## src/hdl/mem_ctl_pkg.sv

```systemverilog
/* Memory control shared definitions */
package mem_ctl_pkg;

	localparam int ILEN        = 32;
	localparam int QUEUE_DEPTH = 4;
	localparam int QUEUE_PTR_W = $clog2(QUEUE_DEPTH);

	// RV64 major opcodes seen by the decoder
	typedef enum logic [6:0] {
		OPC_LOAD     = 7'b0000011,
		OPC_MISC_MEM = 7'b0001111,
		OPC_STORE    = 7'b0100011,
		OPC_BRANCH   = 7'b1100011,
		OPC_SYSTEM   = 7'b1110011
	} opcode_e;

	// Branch compares
	localparam logic [2:0] F3_BEQ  = 3'b000;
	localparam logic [2:0] F3_BNE  = 3'b001;
	localparam logic [2:0] F3_BLT  = 3'b100;
	localparam logic [2:0] F3_BGE  = 3'b101;
	localparam logic [2:0] F3_BLTU = 3'b110;
	localparam logic [2:0] F3_BGEU = 3'b111;

	// Load widths
	localparam logic [2:0] F3_LB  = 3'b000;
	localparam logic [2:0] F3_LH  = 3'b001;
	localparam logic [2:0] F3_LW  = 3'b010;
	localparam logic [2:0] F3_LD  = 3'b011;
	localparam logic [2:0] F3_LBU = 3'b100;
	localparam logic [2:0] F3_LHU = 3'b101;
	localparam logic [2:0] F3_LWU = 3'b110;

	// Store widths
	localparam logic [2:0] F3_SB = 3'b000;
	localparam logic [2:0] F3_SH = 3'b001;
	localparam logic [2:0] F3_SW = 3'b010;
	localparam logic [2:0] F3_SD = 3'b011;

	localparam logic [2:0] F3_FENCE_I    = 3'b001;
	localparam logic [2:0] F3_SFENCE_VMA = 3'b000;

	// Standard RISC-V cause numbers
	typedef enum logic [3:0] {
		EXC_I_MISALIGNED   = 4'd0,
		EXC_I_ACCESS_FAULT = 4'd1,
		EXC_ILLEGAL_INSTR  = 4'd2,
		EXC_LD_MISALIGNED  = 4'd4,
		EXC_LD_ACCESS_FAULT = 4'd5,
		EXC_ST_MISALIGNED  = 4'd6,
		EXC_ST_ACCESS_FAULT = 4'd7,
		EXC_ECALL_SMODE    = 4'd9,
		EXC_ECALL_MMODE    = 4'd11,
		EXC_I_PAGE_FAULT   = 4'd12,
		EXC_LD_PAGE_FAULT  = 4'd13,
		EXC_ST_PAGE_FAULT  = 4'd15
	} except_code_e;

	typedef enum logic [2:0] {
		BR_BEQ, BR_BNE, BR_BLT, BR_BLTU, BR_BGE, BR_BGEU
	} branch_type_e;

	typedef enum logic [2:0] {
		LS_BYTE, LS_BYTE_U, LS_HALFWORD, LS_HALFWORD_U, LS_WORD, LS_WORD_U, LS_DOUBLEWORD
	} ldst_type_e;

	typedef enum logic {
		TLB_NO_FLUSH,
		TLB_FLUSH_ALL
	} tlb_flush_e;

	typedef enum logic [2:0] {
		OP_FENCE_I, OP_SFENCE_VMA, OP_EXC_INSTR, OP_EXC_LDST,
		OP_EXC_ILLEGAL, OP_EXC_ECALL, OP_EXC_OTHER
	} maint_op_e;

	typedef struct packed {
		branch_type_e branch_type;
		ldst_type_e   ldst_type;
		logic         is_branch;
	} exec_hint_t;

	typedef struct packed {
		maint_op_e op;
	} maint_req_t;

	typedef struct packed {
		logic       flush;
		logic       abort;
		logic       clr_tlb_mshr;
		logic       clr_dmshr;
		logic       sync_l1dc_l2c;
		tlb_flush_e tlb_flush;
	} maint_cmd_t;

endpackage
```

## src/hdl/mem_ctl_top.sv

```systemverilog
/* Load/store control front end */
`timescale 1ns/1ns

module mem_ctl_top (
	input  logic                         clk_i,
	input  logic                         rst_n_i,
	input  logic                         ins_valid_i,
	input  logic [mem_ctl_pkg::ILEN-1:0] ins_i,
	input  logic                         except_valid_i,
	input  mem_ctl_pkg::except_code_e    except_code_i,
	input  logic                         l2c_update_done_i,
	output logic                         stall_o,
	output logic                         exec_valid_o,
	output mem_ctl_pkg::exec_hint_t      exec_hint_o,
	output logic                         maint_valid_o,
	output mem_ctl_pkg::maint_cmd_t      maint_cmd_o
);

	logic                    wr_en;
	mem_ctl_pkg::maint_req_t wr_req;
	logic                    rd_en;
	mem_ctl_pkg::maint_req_t rd_req;
	logic                    queue_empty;
	logic                    queue_full;

	// Queue full is the only back-pressure
	assign stall_o = queue_full;

	instr_decoder instr_decoder_i (
		.clk_i          (clk_i),
		.rst_n_i        (rst_n_i),
		.ins_valid_i    (ins_valid_i),
		.ins_i          (ins_i),
		.except_valid_i (except_valid_i),
		.except_code_i  (except_code_i),
		.stall_i        (queue_full),
		.exec_valid_o   (exec_valid_o),
		.exec_hint_o    (exec_hint_o),
		.wr_en_o        (wr_en),
		.wr_req_o       (wr_req)
	);

	maint_req_queue maint_req_queue_i (
		.clk_i    (clk_i),
		.rst_n_i  (rst_n_i),
		.wr_en_i  (wr_en),
		.wr_req_i (wr_req),
		.rd_en_i  (rd_en),
		.rd_req_o (rd_req),
		.empty_o  (queue_empty),
		.full_o   (queue_full)
	);

	maint_sequencer maint_sequencer_i (
		.clk_i             (clk_i),
		.rst_n_i           (rst_n_i),
		.req_i             (rd_req),
		.empty_i           (queue_empty),
		.l2c_update_done_i (l2c_update_done_i),
		.rd_en_o           (rd_en),
		.maint_valid_o     (maint_valid_o),
		.maint_cmd_o       (maint_cmd_o)
	);

endmodule

```

## src/hdl/maint_sequencer.sv

```systemverilog
/* Maintenance command sequencer */
`timescale 1ns/1ns

module maint_sequencer (
	input  logic                    clk_i,
	input  logic                    rst_n_i,
	input  mem_ctl_pkg::maint_req_t req_i,
	input  logic                    empty_i,
	input  logic                    l2c_update_done_i,
	output logic                    rd_en_o,
	output logic                    maint_valid_o,
	output mem_ctl_pkg::maint_cmd_t maint_cmd_o
);

	typedef enum logic [1:0] {
		ST_RESET,
		ST_IDLE,
		ST_ISSUE,
		ST_WAIT_SYNC
	} seq_state_e;

	seq_state_e              state_q;
	seq_state_e              state_d;
	mem_ctl_pkg::maint_cmd_t cmd_d;
	logic                    valid_d;

	// Strobe set for one request kind
	function automatic mem_ctl_pkg::maint_cmd_t cmd_of(mem_ctl_pkg::maint_op_e op);
		mem_ctl_pkg::maint_cmd_t c;
		c = '0;
		case (op)
			mem_ctl_pkg::OP_FENCE_I: begin
				c.clr_tlb_mshr = 1'b1;
			end
			mem_ctl_pkg::OP_SFENCE_VMA: begin
				c.clr_tlb_mshr  = 1'b1;
				c.clr_dmshr     = 1'b1;
				c.tlb_flush     = mem_ctl_pkg::TLB_FLUSH_ALL;
				c.sync_l1dc_l2c = 1'b1;
			end
			mem_ctl_pkg::OP_EXC_INSTR: begin
				c.flush        = 1'b1;
				c.clr_tlb_mshr = 1'b1;
			end
			mem_ctl_pkg::OP_EXC_LDST: begin
				c.flush     = 1'b1;
				c.clr_dmshr = 1'b1;
			end
			mem_ctl_pkg::OP_EXC_ILLEGAL: begin
				c.flush = 1'b1;
				c.abort = 1'b1;
			end
			mem_ctl_pkg::OP_EXC_ECALL: begin
				c.flush         = 1'b1;
				c.sync_l1dc_l2c = 1'b1;
			end
			default: begin
				c.flush = 1'b1;
			end
		endcase
		return c;
	endfunction

	always_comb begin
		state_d = state_q;
		cmd_d   = '0;
		valid_d = 1'b0;
		rd_en_o = 1'b0;
		case (state_q)
			ST_RESET: begin
				// Full cleanup once after reset
				cmd_d.flush        = 1'b1;
				cmd_d.clr_tlb_mshr = 1'b1;
				cmd_d.clr_dmshr    = 1'b1;
				cmd_d.tlb_flush    = mem_ctl_pkg::TLB_FLUSH_ALL;
				valid_d            = 1'b1;
				state_d            = ST_ISSUE;
			end
			ST_IDLE: begin
				if (!empty_i) begin
					rd_en_o = 1'b1;
					cmd_d   = cmd_of(req_i.op);
					valid_d = 1'b1;
					state_d = ST_ISSUE;
				end
			end
			default: begin
				// Hold only sync until the L2 reports done
				if (maint_cmd_o.sync_l1dc_l2c && !l2c_update_done_i) begin
					cmd_d.sync_l1dc_l2c = 1'b1;
					state_d             = ST_WAIT_SYNC;
				end else begin
					state_d = ST_IDLE;
				end
			end
		endcase
	end

	always_ff @(posedge clk_i or negedge rst_n_i) begin
		if (!rst_n_i) begin
			state_q       <= ST_RESET;
			maint_valid_o <= 1'b0;
			maint_cmd_o   <= '0;
		end else begin
			state_q       <= state_d;
			maint_valid_o <= valid_d;
			maint_cmd_o   <= cmd_d;
		end
	end

endmodule

```

## src/hdl/maint_req_queue.sv

```systemverilog
/* Maintenance request FIFO */
`timescale 1ns/1ns

module maint_req_queue (
	input  logic                    clk_i,
	input  logic                    rst_n_i,
	input  logic                    wr_en_i,
	input  mem_ctl_pkg::maint_req_t wr_req_i,
	input  logic                    rd_en_i,
	output mem_ctl_pkg::maint_req_t rd_req_o,
	output logic                    empty_o,
	output logic                    full_o
);

	mem_ctl_pkg::maint_req_t            mem [mem_ctl_pkg::QUEUE_DEPTH];
	logic [mem_ctl_pkg::QUEUE_PTR_W-1:0] rd_ptr;
	logic [mem_ctl_pkg::QUEUE_PTR_W-1:0] wr_ptr;
	logic [mem_ctl_pkg::QUEUE_PTR_W:0]   count;
	logic                                do_wr;
	logic                                do_rd;

	// Depth is a power of two, so the count MSB alone means full
	assign full_o  = count[mem_ctl_pkg::QUEUE_PTR_W];
	assign empty_o = (count == '0);

	// A pop in the same cycle frees the slot for the push
	assign do_rd = rd_en_i && !empty_o;
	assign do_wr = wr_en_i && (!full_o || rd_en_i);

	assign rd_req_o = mem[rd_ptr];

	always_ff @(posedge clk_i) begin
		if (do_wr) begin
			mem[wr_ptr] <= wr_req_i;
		end
	end

	always_ff @(posedge clk_i or negedge rst_n_i) begin
		if (!rst_n_i) begin
			rd_ptr <= '0;
			wr_ptr <= '0;
			count  <= '0;
		end else begin
			if (do_wr) begin
				wr_ptr <= wr_ptr + 1'b1;
			end
			if (do_rd) begin
				rd_ptr <= rd_ptr + 1'b1;
			end
			case ({do_wr, do_rd})
				2'b10:   count <= count + 1'b1;
				2'b01:   count <= count - 1'b1;
				default: count <= count;
			endcase
		end
	end

endmodule

```

## src/hdl/instr_decoder.sv

```systemverilog
/* Instruction and exception decoder */
`timescale 1ns/1ns

module instr_decoder (
	input  logic                           clk_i,
	input  logic                           rst_n_i,
	input  logic                           ins_valid_i,
	input  logic [mem_ctl_pkg::ILEN-1:0]   ins_i,
	input  logic                           except_valid_i,
	input  mem_ctl_pkg::except_code_e      except_code_i,
	input  logic                           stall_i,
	output logic                           exec_valid_o,
	output mem_ctl_pkg::exec_hint_t        exec_hint_o,
	output logic                           wr_en_o,
	output mem_ctl_pkg::maint_req_t        wr_req_o
);

	mem_ctl_pkg::opcode_e    opcode;
	logic [2:0]              funct3;
	mem_ctl_pkg::exec_hint_t hint;
	logic                    hint_hit;
	mem_ctl_pkg::maint_op_e  ins_op;
	logic                    ins_req;
	mem_ctl_pkg::maint_op_e  exc_op;
	logic                    ins_take;

	assign opcode = mem_ctl_pkg::opcode_e'(ins_i[6:0]);
	assign funct3 = ins_i[14:12];

	// An exception in the same cycle discards the instruction
	assign ins_take = ins_valid_i && !except_valid_i && !stall_i;

	always_comb begin
		hint     = '{branch_type: mem_ctl_pkg::BR_BEQ, ldst_type: mem_ctl_pkg::LS_WORD,
			is_branch: 1'b0};
		hint_hit = 1'b0;
		ins_op   = mem_ctl_pkg::OP_FENCE_I;
		ins_req  = 1'b0;
		case (opcode)
			mem_ctl_pkg::OPC_BRANCH: begin
				hint_hit       = 1'b1;
				hint.is_branch = 1'b1;
				case (funct3)
					mem_ctl_pkg::F3_BNE:  hint.branch_type = mem_ctl_pkg::BR_BNE;
					mem_ctl_pkg::F3_BLT:  hint.branch_type = mem_ctl_pkg::BR_BLT;
					mem_ctl_pkg::F3_BLTU: hint.branch_type = mem_ctl_pkg::BR_BLTU;
					mem_ctl_pkg::F3_BGE:  hint.branch_type = mem_ctl_pkg::BR_BGE;
					mem_ctl_pkg::F3_BGEU: hint.branch_type = mem_ctl_pkg::BR_BGEU;
					default:              hint.branch_type = mem_ctl_pkg::BR_BEQ;
				endcase
			end
			mem_ctl_pkg::OPC_LOAD: begin
				hint_hit = 1'b1;
				case (funct3)
					mem_ctl_pkg::F3_LB:  hint.ldst_type = mem_ctl_pkg::LS_BYTE;
					mem_ctl_pkg::F3_LBU: hint.ldst_type = mem_ctl_pkg::LS_BYTE_U;
					mem_ctl_pkg::F3_LH:  hint.ldst_type = mem_ctl_pkg::LS_HALFWORD;
					mem_ctl_pkg::F3_LHU: hint.ldst_type = mem_ctl_pkg::LS_HALFWORD_U;
					mem_ctl_pkg::F3_LWU: hint.ldst_type = mem_ctl_pkg::LS_WORD_U;
					mem_ctl_pkg::F3_LD:  hint.ldst_type = mem_ctl_pkg::LS_DOUBLEWORD;
					mem_ctl_pkg::F3_LW:  hint.ldst_type = mem_ctl_pkg::LS_WORD;
					default:             hint.ldst_type = mem_ctl_pkg::LS_WORD;
				endcase
			end
			mem_ctl_pkg::OPC_STORE: begin
				hint_hit = 1'b1;
				case (funct3)
					mem_ctl_pkg::F3_SB: hint.ldst_type = mem_ctl_pkg::LS_BYTE;
					mem_ctl_pkg::F3_SH: hint.ldst_type = mem_ctl_pkg::LS_HALFWORD;
					mem_ctl_pkg::F3_SD: hint.ldst_type = mem_ctl_pkg::LS_DOUBLEWORD;
					mem_ctl_pkg::F3_SW: hint.ldst_type = mem_ctl_pkg::LS_WORD;
					default:            hint.ldst_type = mem_ctl_pkg::LS_WORD;
				endcase
			end
			mem_ctl_pkg::OPC_MISC_MEM: begin
				ins_req = (funct3 == mem_ctl_pkg::F3_FENCE_I);
			end
			mem_ctl_pkg::OPC_SYSTEM: begin
				// funct7 is not checked, any funct3 000 system word counts
				ins_req = (funct3 == mem_ctl_pkg::F3_SFENCE_VMA);
				ins_op  = mem_ctl_pkg::OP_SFENCE_VMA;
			end
			default: ;
		endcase
	end

	// Exception classes
	always_comb begin
		case (except_code_i)
			mem_ctl_pkg::EXC_I_MISALIGNED, mem_ctl_pkg::EXC_I_ACCESS_FAULT,
			mem_ctl_pkg::EXC_I_PAGE_FAULT:
				exc_op = mem_ctl_pkg::OP_EXC_INSTR;
			mem_ctl_pkg::EXC_LD_MISALIGNED, mem_ctl_pkg::EXC_LD_ACCESS_FAULT,
			mem_ctl_pkg::EXC_LD_PAGE_FAULT, mem_ctl_pkg::EXC_ST_MISALIGNED,
			mem_ctl_pkg::EXC_ST_ACCESS_FAULT, mem_ctl_pkg::EXC_ST_PAGE_FAULT:
				exc_op = mem_ctl_pkg::OP_EXC_LDST;
			mem_ctl_pkg::EXC_ILLEGAL_INSTR:
				exc_op = mem_ctl_pkg::OP_EXC_ILLEGAL;
			mem_ctl_pkg::EXC_ECALL_SMODE, mem_ctl_pkg::EXC_ECALL_MMODE:
				exc_op = mem_ctl_pkg::OP_EXC_ECALL;
			default:
				exc_op = mem_ctl_pkg::OP_EXC_OTHER;
		endcase
	end

	assign wr_en_o  = !stall_i && (except_valid_i || (ins_valid_i && ins_req));
	assign wr_req_o = '{op: (except_valid_i ? exc_op : ins_op)};

	always_ff @(posedge clk_i or negedge rst_n_i) begin
		if (!rst_n_i) begin
			exec_valid_o <= 1'b0;
			exec_hint_o  <= '0;
		end else begin
			exec_valid_o <= ins_take && hint_hit;
			if (ins_take && hint_hit) begin
				exec_hint_o <= hint;
			end
		end
	end

endmodule

```

## config.mk

```make
export PLATFORM = sky130hd
export DESIGN_NAME = mem_ctl_top
export DESIGN_NICKNAME = d
export VERILOG_FILES = /design/src/hdl/mem_ctl_pkg.sv /design/src/hdl/mem_ctl_top.sv /design/src/hdl/maint_sequencer.sv /design/src/hdl/maint_req_queue.sv /design/src/hdl/instr_decoder.sv
export SDC_FILE = /design/constraint.sdc
export NUM_CORES = 1
export LEC_CHECK = 0
export BUFFER_PORTS_ARGS = -buffer_cell sky130_fd_sc_hd__buf_2
export CAP_MARGIN = 10
export CORE_AREA = 5 5 75 91
export CTS_CLUSTER_DIAMETER = 200
export CTS_CLUSTER_SIZE = 25
export DETAILED_ROUTE_END_ITERATION = 6
export DIE_AREA = 0 0 80 96
export PLACE_DENSITY = 0.61
export SYNTH_ARGS = -nofsm -noshare
export SYNTH_HDL_FRONTEND = slang
export SYNTH_SLANG_ARGS = --single-unit
```

## constraint.sdc

```tcl
create_clock -name clk_i -period 4.6 [get_ports clk_i]
set_input_delay 0.23 -clock clk_i [delete_from_list [all_inputs] [get_ports clk_i]]
set_output_delay 0.23 -clock clk_i [all_outputs]
set_load 0.1 [all_outputs]
```

### After elaboration in Yosys (flattened, before gate mapping)

Memories as Yosys holds them, arrays and structs flattened.
Cells that the tools add are included.

| word-level totals | value |
|---|---|
| output and inout bits | 16 |
| register bits | 24 |
| memory bits (read-only) | 48 |
| memories | 2 |
| bits in writable memories | 12 |

| operators by class | value |
|---|---|
| reductions and logical operators | 24 |
| add/sub/neg operators | 4 |
| equality and inequality tests | 20 |
| mux-type cells | 32 |

Memory list:

| name | words | width | rd ports | clocked after Yosys merged registers in | write ports | RTL line | text |
|---|---|---|---|---|---|---|---|
| (no name shown) | 16 | 3 | 1 | 0 | 0 | instr_decoder.sv:89 | `case (except_code_i)` |
| maint_req_queue_i.mem | 4 | 3 | 1 | 0 | 1 | maint_req_queue.sv:15 | `mem_ctl_pkg::maint_req_t mem [mem_ctl_pkg::QUEUE_DEPTH];` |

Operator list:

| kind | count |
|---|---|
| 3-bit equality test, second input constant | 6 |
| 3-bit case mux with 6 select lines | 1 |
| 1-bit 2-to-1 mux | 15 |
| 3-bit case mux with 5 select lines | 1 |
| 7-bit equality test, second input constant | 2 |
| 3-bit case mux with 2 select lines | 2 |
| 1-bit case mux with 2 select lines | 5 |
| 3-bit by 2-bit equality test with 1-bit output, second input constant | 3 |
| 3-bit zero test | 3 |
| 3-bit case mux with 3 select lines | 1 |
| 1-bit logical AND | 8 |
| 2-bit case mux with 2 select lines | 2 |
| 7-bit by 2-bit equality test with 1-bit output, second input constant | 1 |
| 7-bit by 4-bit equality test with 1-bit output, second input constant | 1 |
| 7-bit by 6-bit equality test with 1-bit output, second input constant | 1 |
| 3-bit by 1-bit equality test with 1-bit output, second input constant | 2 |
| 3-bit 2-to-1 mux | 2 |
| 6-bit 2-to-1 mux | 1 |
| 2-bit OR reduction | 3 |
| 3-bit OR reduction | 2 |
| 2-bit by 1-bit adder with 2-bit output, second input constant | 2 |
| 2-bit by 1-bit equality test with 1-bit output, second input constant | 2 |
| 1-bit zero test | 4 |
| 2-bit 2-to-1 mux | 2 |
| 7 further kinds | 8 |

### Longest topological paths before layout

| logic depth | value |
|---|---|
| depth in word-level cells | 8 |
| depth in mapped cells | 9 |
| mapped depth without buffers | 9 |

### Cells and area by module

From an unflattened synthesis, not the netlist that was laid out.

| second synthesis, totals | value |
|---|---|
| cell total of the unflattened synthesis | 140 |
| area, all modules | 1784.2 um^2 |

By module, submodules not included:

| module | cells an instance | times used | area each (um^2) |
|---|---|---|---|
| maint_req_queue | 53 | 1 | 862.1 |
| instr_decoder | 61 | 1 | 576.8 |
| maint_sequencer | 26 | 1 | 345.3 |

### Worst setup path after synthesis

OpenSTA, ideal clock, no wires.

| timing path | value |
|---|---|
| path kind | flip-flop to flip-flop |
| start point | register maint_req_queue_i.count[2] in the netlist's numbering |
| end point | register maint_req_queue_i.count[2] in the netlist's numbering |
| slack | 1.733 ns |
| arrival | 2.786 ns |
| setup time | 0.081 ns |
| buffers on the path | 0 |
| stages on the path, launching flop included | 10 |
| path through | dfrtp_1 or4b_4 nor2_1 a221oi_2 ha_1 inv_1 fa_1 xor2_1 nor2_1 xnor2_1 |

| on the way | value |
|---|---|
| word-level cells in the longest chain between the ends | 7 |

RTL lines:

| what | RTL line | text |
|---|---|---|
| start, declared | maint_req_queue.sv:18 | `logic [mem_ctl_pkg::QUEUE_PTR_W:0] count;` |
| start signal, assigned | maint_req_queue.sv:51 | `2'b10: count <= count + 1'b1;` |
| start signal, assigned | maint_req_queue.sv:52 | `2'b01: count <= count - 1'b1;` |
| start signal, assigned | maint_req_queue.sv:53 | `default: count <= count;` |
| 3-bit zero test | maint_req_queue.sv:24 | `assign empty_o = (count == '0);` |
| 1-bit 2-to-1 mux | maint_sequencer.sv:80 | `if (!empty_i) begin` |
| 1-bit 2-to-1 mux | maint_sequencer.sv:69 | `case (state_q)` |
| 1-bit logical OR | maint_req_queue.sv:28 | `assign do_wr = wr_en_i && (!full_o \|\| rd_en_i);` |
| 1-bit logical AND | maint_req_queue.sv:28 |  |
| 2-bit by 1-bit equality test with 1-bit output / 2-bit equality test (equally long branches) | maint_req_queue.sv:50 | `case ({do_wr, do_rd})` |
| 3-bit case mux with 2 select lines / 2-bit nonzero test (equally long branches) | - |  |

Several ways; a longest one is shown, not always the timed one.
A chain may end at the register's enable or synchronous reset.

### Final worst setup path

Ends and elaborated chain as after synthesis.

==> run_results.csv <==
group,metric,value,unit
status,status,"completed",
worst_setup_path,worstRegToRegCells,9,
global_route,grt.overflow.total,0,
cells_and_area,finalNetCount,222,
routing,dr_total_vias,1131,
worst_setup_path,arrival,2620,ps
global_route,grt_usage,8.64,%
logic_synthesis,syn_area,1700,sq um
worst_setup_path,worstSetupStartpointType,"register",
sta,tightest_slew,715,ps
logic_synthesis,yosysSeqAreaShare,56.7,%
logic_synthesis,yosysTopAreaCellShare,35.4,%
worst_setup_path,setup.worst_path.end,"maint_req_queue_i.count[2]",
logic_synthesis,async_reset_ff_share,66.7,%
worst_setup_path,cp_slowest_cell,"a221oi_2",
logic_synthesis,synth.most_common_cell,"dfrtp_1",
logic_synthesis,ys_top_cells_by_area,"dfrtp_1, edfxtp_1, mux4_2",
worst_setup_path,cp_max_fo,7,
worst_setup_path,max_stage_delay,550,ps
worst_setup_path,required,4820,ps
logic_synthesis,synth_cells,135,
worst_setup_path,crit_cells,9,
sta,tns,0,ps
floorplan,die_h,96,um
clocking,h-tree-depth,2,
sta,slew_headroom,52.2,%
floorplan,die_area,7680,sq um
clocking,clk_pin_slew_worst_paths,80,ps
sta,fin_crit_sh,52.1,%
clocking,cts_buffer_depth,2,
sta,finalHoldViolCount,0,
routing,via_per_inst,4.38,
hold_path,hold_class,"in -> reg",
routing,drc,0,
routing,drt_wl_total,2930,um
sta,fin_crit,2400,ps
sta,finClkSkew,7.66,ps
floorplan,start_util,28.8,%
place,gp_congestion,0.716,
worst_setup_path,crit_type,"reg -> reg",
logic_synthesis,yosysTopAreaCell,"dfrtp_1",
flow_run,maxCapViolations,0,
logic_synthesis,synthTopCellsByCount,"dfrtp_1, nand2_1, edfxtp_1",
logic_synthesis,ys_seq_elements,36,
clocking,cts.sinks,36,
place,io_buffers,34,
logic_synthesis,synth_ff_type,"dfrtp_1",
worst_setup_path,path_cells,"or4b_4 -> nor2_1 -> a221oi_2 -> ha_1 -> inv_1 -> fa_1 -> xor2_1 -> nor2_1 -> xnor2_1",
hold_path,min_from,"l2c_update_done_i",
cells_and_area,antenna-diode-count,0,
routing,dr.pass1.iters,4,
worst_setup_path,reg2reg_slack,2200,ps
cells_and_area,syn2layout_area_growth,21.0,%
global_route,grt_pass1_vias,1167,
worst_setup_path,r2r_start,"maint_req_queue_i.count[2]",
clocking,post-cts-setup-buffer-count,0,
worst_setup_path,crit_top_cell,"nor2_1",
cells_and_area,drive_gt1_share,30.1,%
routing,dr.first_iter.drc_count,28,
logic_synthesis,avgSynthCellArea,12.6,sq um
pwr,ir_worst_vdd,308,uV
pwr,p_leak,0.916,nW
sta,rsz0062_at_grt,"no",
routing,wire_per_inst,11.4,um
cells_and_area,fin_area,2050,sq um
sta,slew_viol_final,0,
logic_synthesis,synth-edff-count,12,
clocking,cts_tree,"yes",
clocking,cts_resized,0,
worst_setup_path,end_kind,"register",
worst_setup_path,r2r_end,"maint_req_queue_i.count[2]",
clocking,hold_buffers,1,
place,place_hpwl,2230,um
worst_setup_path,startpoint,"maint_req_queue_i.count[2]",
global_route,grt_pass1_wl,5200,um
global_route,grt_max_degree,25,
global_route,antenna_found_initial,0,
clocking,worstSkewPairLatency,290,ps
logic_synthesis,synth.net_count,182,
pwr,powerDensity,628,nW/um^2
sta,max_freq,417,MHz
worst_setup_path,path_buf_inv,1,
clocking,cts_buffers,5,
floorplan,core.rowCount,31,
routing,antenna_left,0,
sta,finalSetupViolCount,0,
floorplan,ios,57,
floorplan,placeableCoreArea,5900,sq um
floorplan,die_width,80,um
logic_synthesis,yosys_warnings,0,
clocking,cts_root_buffer,"clkbuf_8",
worst_setup_path,crit_family,"adder cells",
place,placed_area,1950,sq um
logic_synthesis,yosysUniqueCellTypes,40,
==> routing by layer <==
metal  GRT usage [%]  wire length, um  up-vias
met3            3.46              237        6
met2            13.5             1320       38
met4            3.38               48        0
met1            10.6             1330      528
li1                -                -      559
met5               0                0        -
==> power breakdown <==
group	switching [mW]	internal, mW	total [mW]
clock network	0.116	0.104	0.221
logic	0.409	0.178	0.587
registers	0.0604	0.421	0.481
==> cell usage in the layout (no fill, tap or decap), types with 2 or more instances in the layout <==
cell type   synthesis  final
a21o_1              4      4
ha_1                5      5
dfrtp_1            24     24
clkinvlp_4          0      2
nand3b_1            3      3
nand2b_1            2      2
xnor2_1             4      4
nand2_1            13     13
a21oi_1             3      3
inv_1              10     10
mux2_2              2      2
nor2_1              4      4
xor2_1              2      2
mux4_2              3      3
clkbuf_8            0      5
o21ai_0             6      6
nor3_1              6      6
nand3_1             2      2
nor3b_1             2      2
edfxtp_1           12     12
nor2b_1             7      7
buf_2               0     34
==> registers in the layout (all words and copies together), names as in the netlist <==
signal                           cells
maint_req_queue_i.count              3
instr_decoder_i.exec_hint_o          7
maint_req_queue_i.wr_ptr             2
maint_sequencer_i.maint_cmd_o        6
maint_sequencer_i.state_q            2
maint_sequencer_i.maint_valid_o      1
maint_req_queue_i.mem               12
instr_decoder_i.exec_valid_o         1
maint_req_queue_i.rd_ptr             2
==> cell type report <==
class	count	area [sq um]
clock buffers	5	68.8
well taps	82	103
flip-flops and latches	36	961
inverters	10	37.5
repair buffers	35	180
fillers	614	3840
clock inverters	3	18.8
multi-input cells	87	682
==> per-stage QoR <==
stage / util (%) / setup slack [ps] / power (mW) / cells / hold WS, ps
4_1_cts: 34.8 / 2170 / 1.30 / 258 / 208
2_1_floorplan: - / 1730 / 0.974 / 135 / -65.6
6_report: 34.8 / 2200 / 1.29 / 258 / 211
3_3_place_gp: 33.1 / 2120 / 1.07 / 249 / 245
5_1_grt: 34.8 / 2010 / 1.37 / 258 / 235
3_5_place_dp: 33.1 / 2090 / 1.08 / 249 / 248
==> tightest hold or removal path: cells and delay by family <==
family,cells,cell delay [ps]
buf+inv,1,70
simple gates,2,160
==> cells by family (layout without fill, tap and decap cells) <==
| logic type | count (synthesis) | in the layout | synth area share (%) |
|---|---|---|---|
| adders and majority gates | 6 | 6 | 4.87 |
| xor gates and xnor gates | 6 | 6 | 3.10 |
| and+or+nand+nor | 47 | 47 | 16.8 |
| AOI/OAI and AO/OA | 21 | 21 | 8.71 |
| buffers and inverters | 12 | 53 | 3.10 |
| muxes | 7 | 7 | 6.79 |
| DFF | 36 | 36 | 56.7 |
==> how the worst min path moves through the flow <==
stage	end	slack [ps]	depth (start not counted)
5_1_grt	maint_sequencer_i.state_q[1]	240	3
3_3_place_gp	instr_decoder_i.exec_hint_o[4]	240	1
6_report	maint_sequencer_i.state_q[1]	210	3
2_1_floorplan	instr_decoder_i.exec_hint_o[0]	-70	0
4_1_cts	maint_sequencer_i.state_q[1]	210	3
3_5_place_dp	instr_decoder_i.exec_hint_o[3]	250	1
Note: power is estimated with default switching activity, not from simulation.
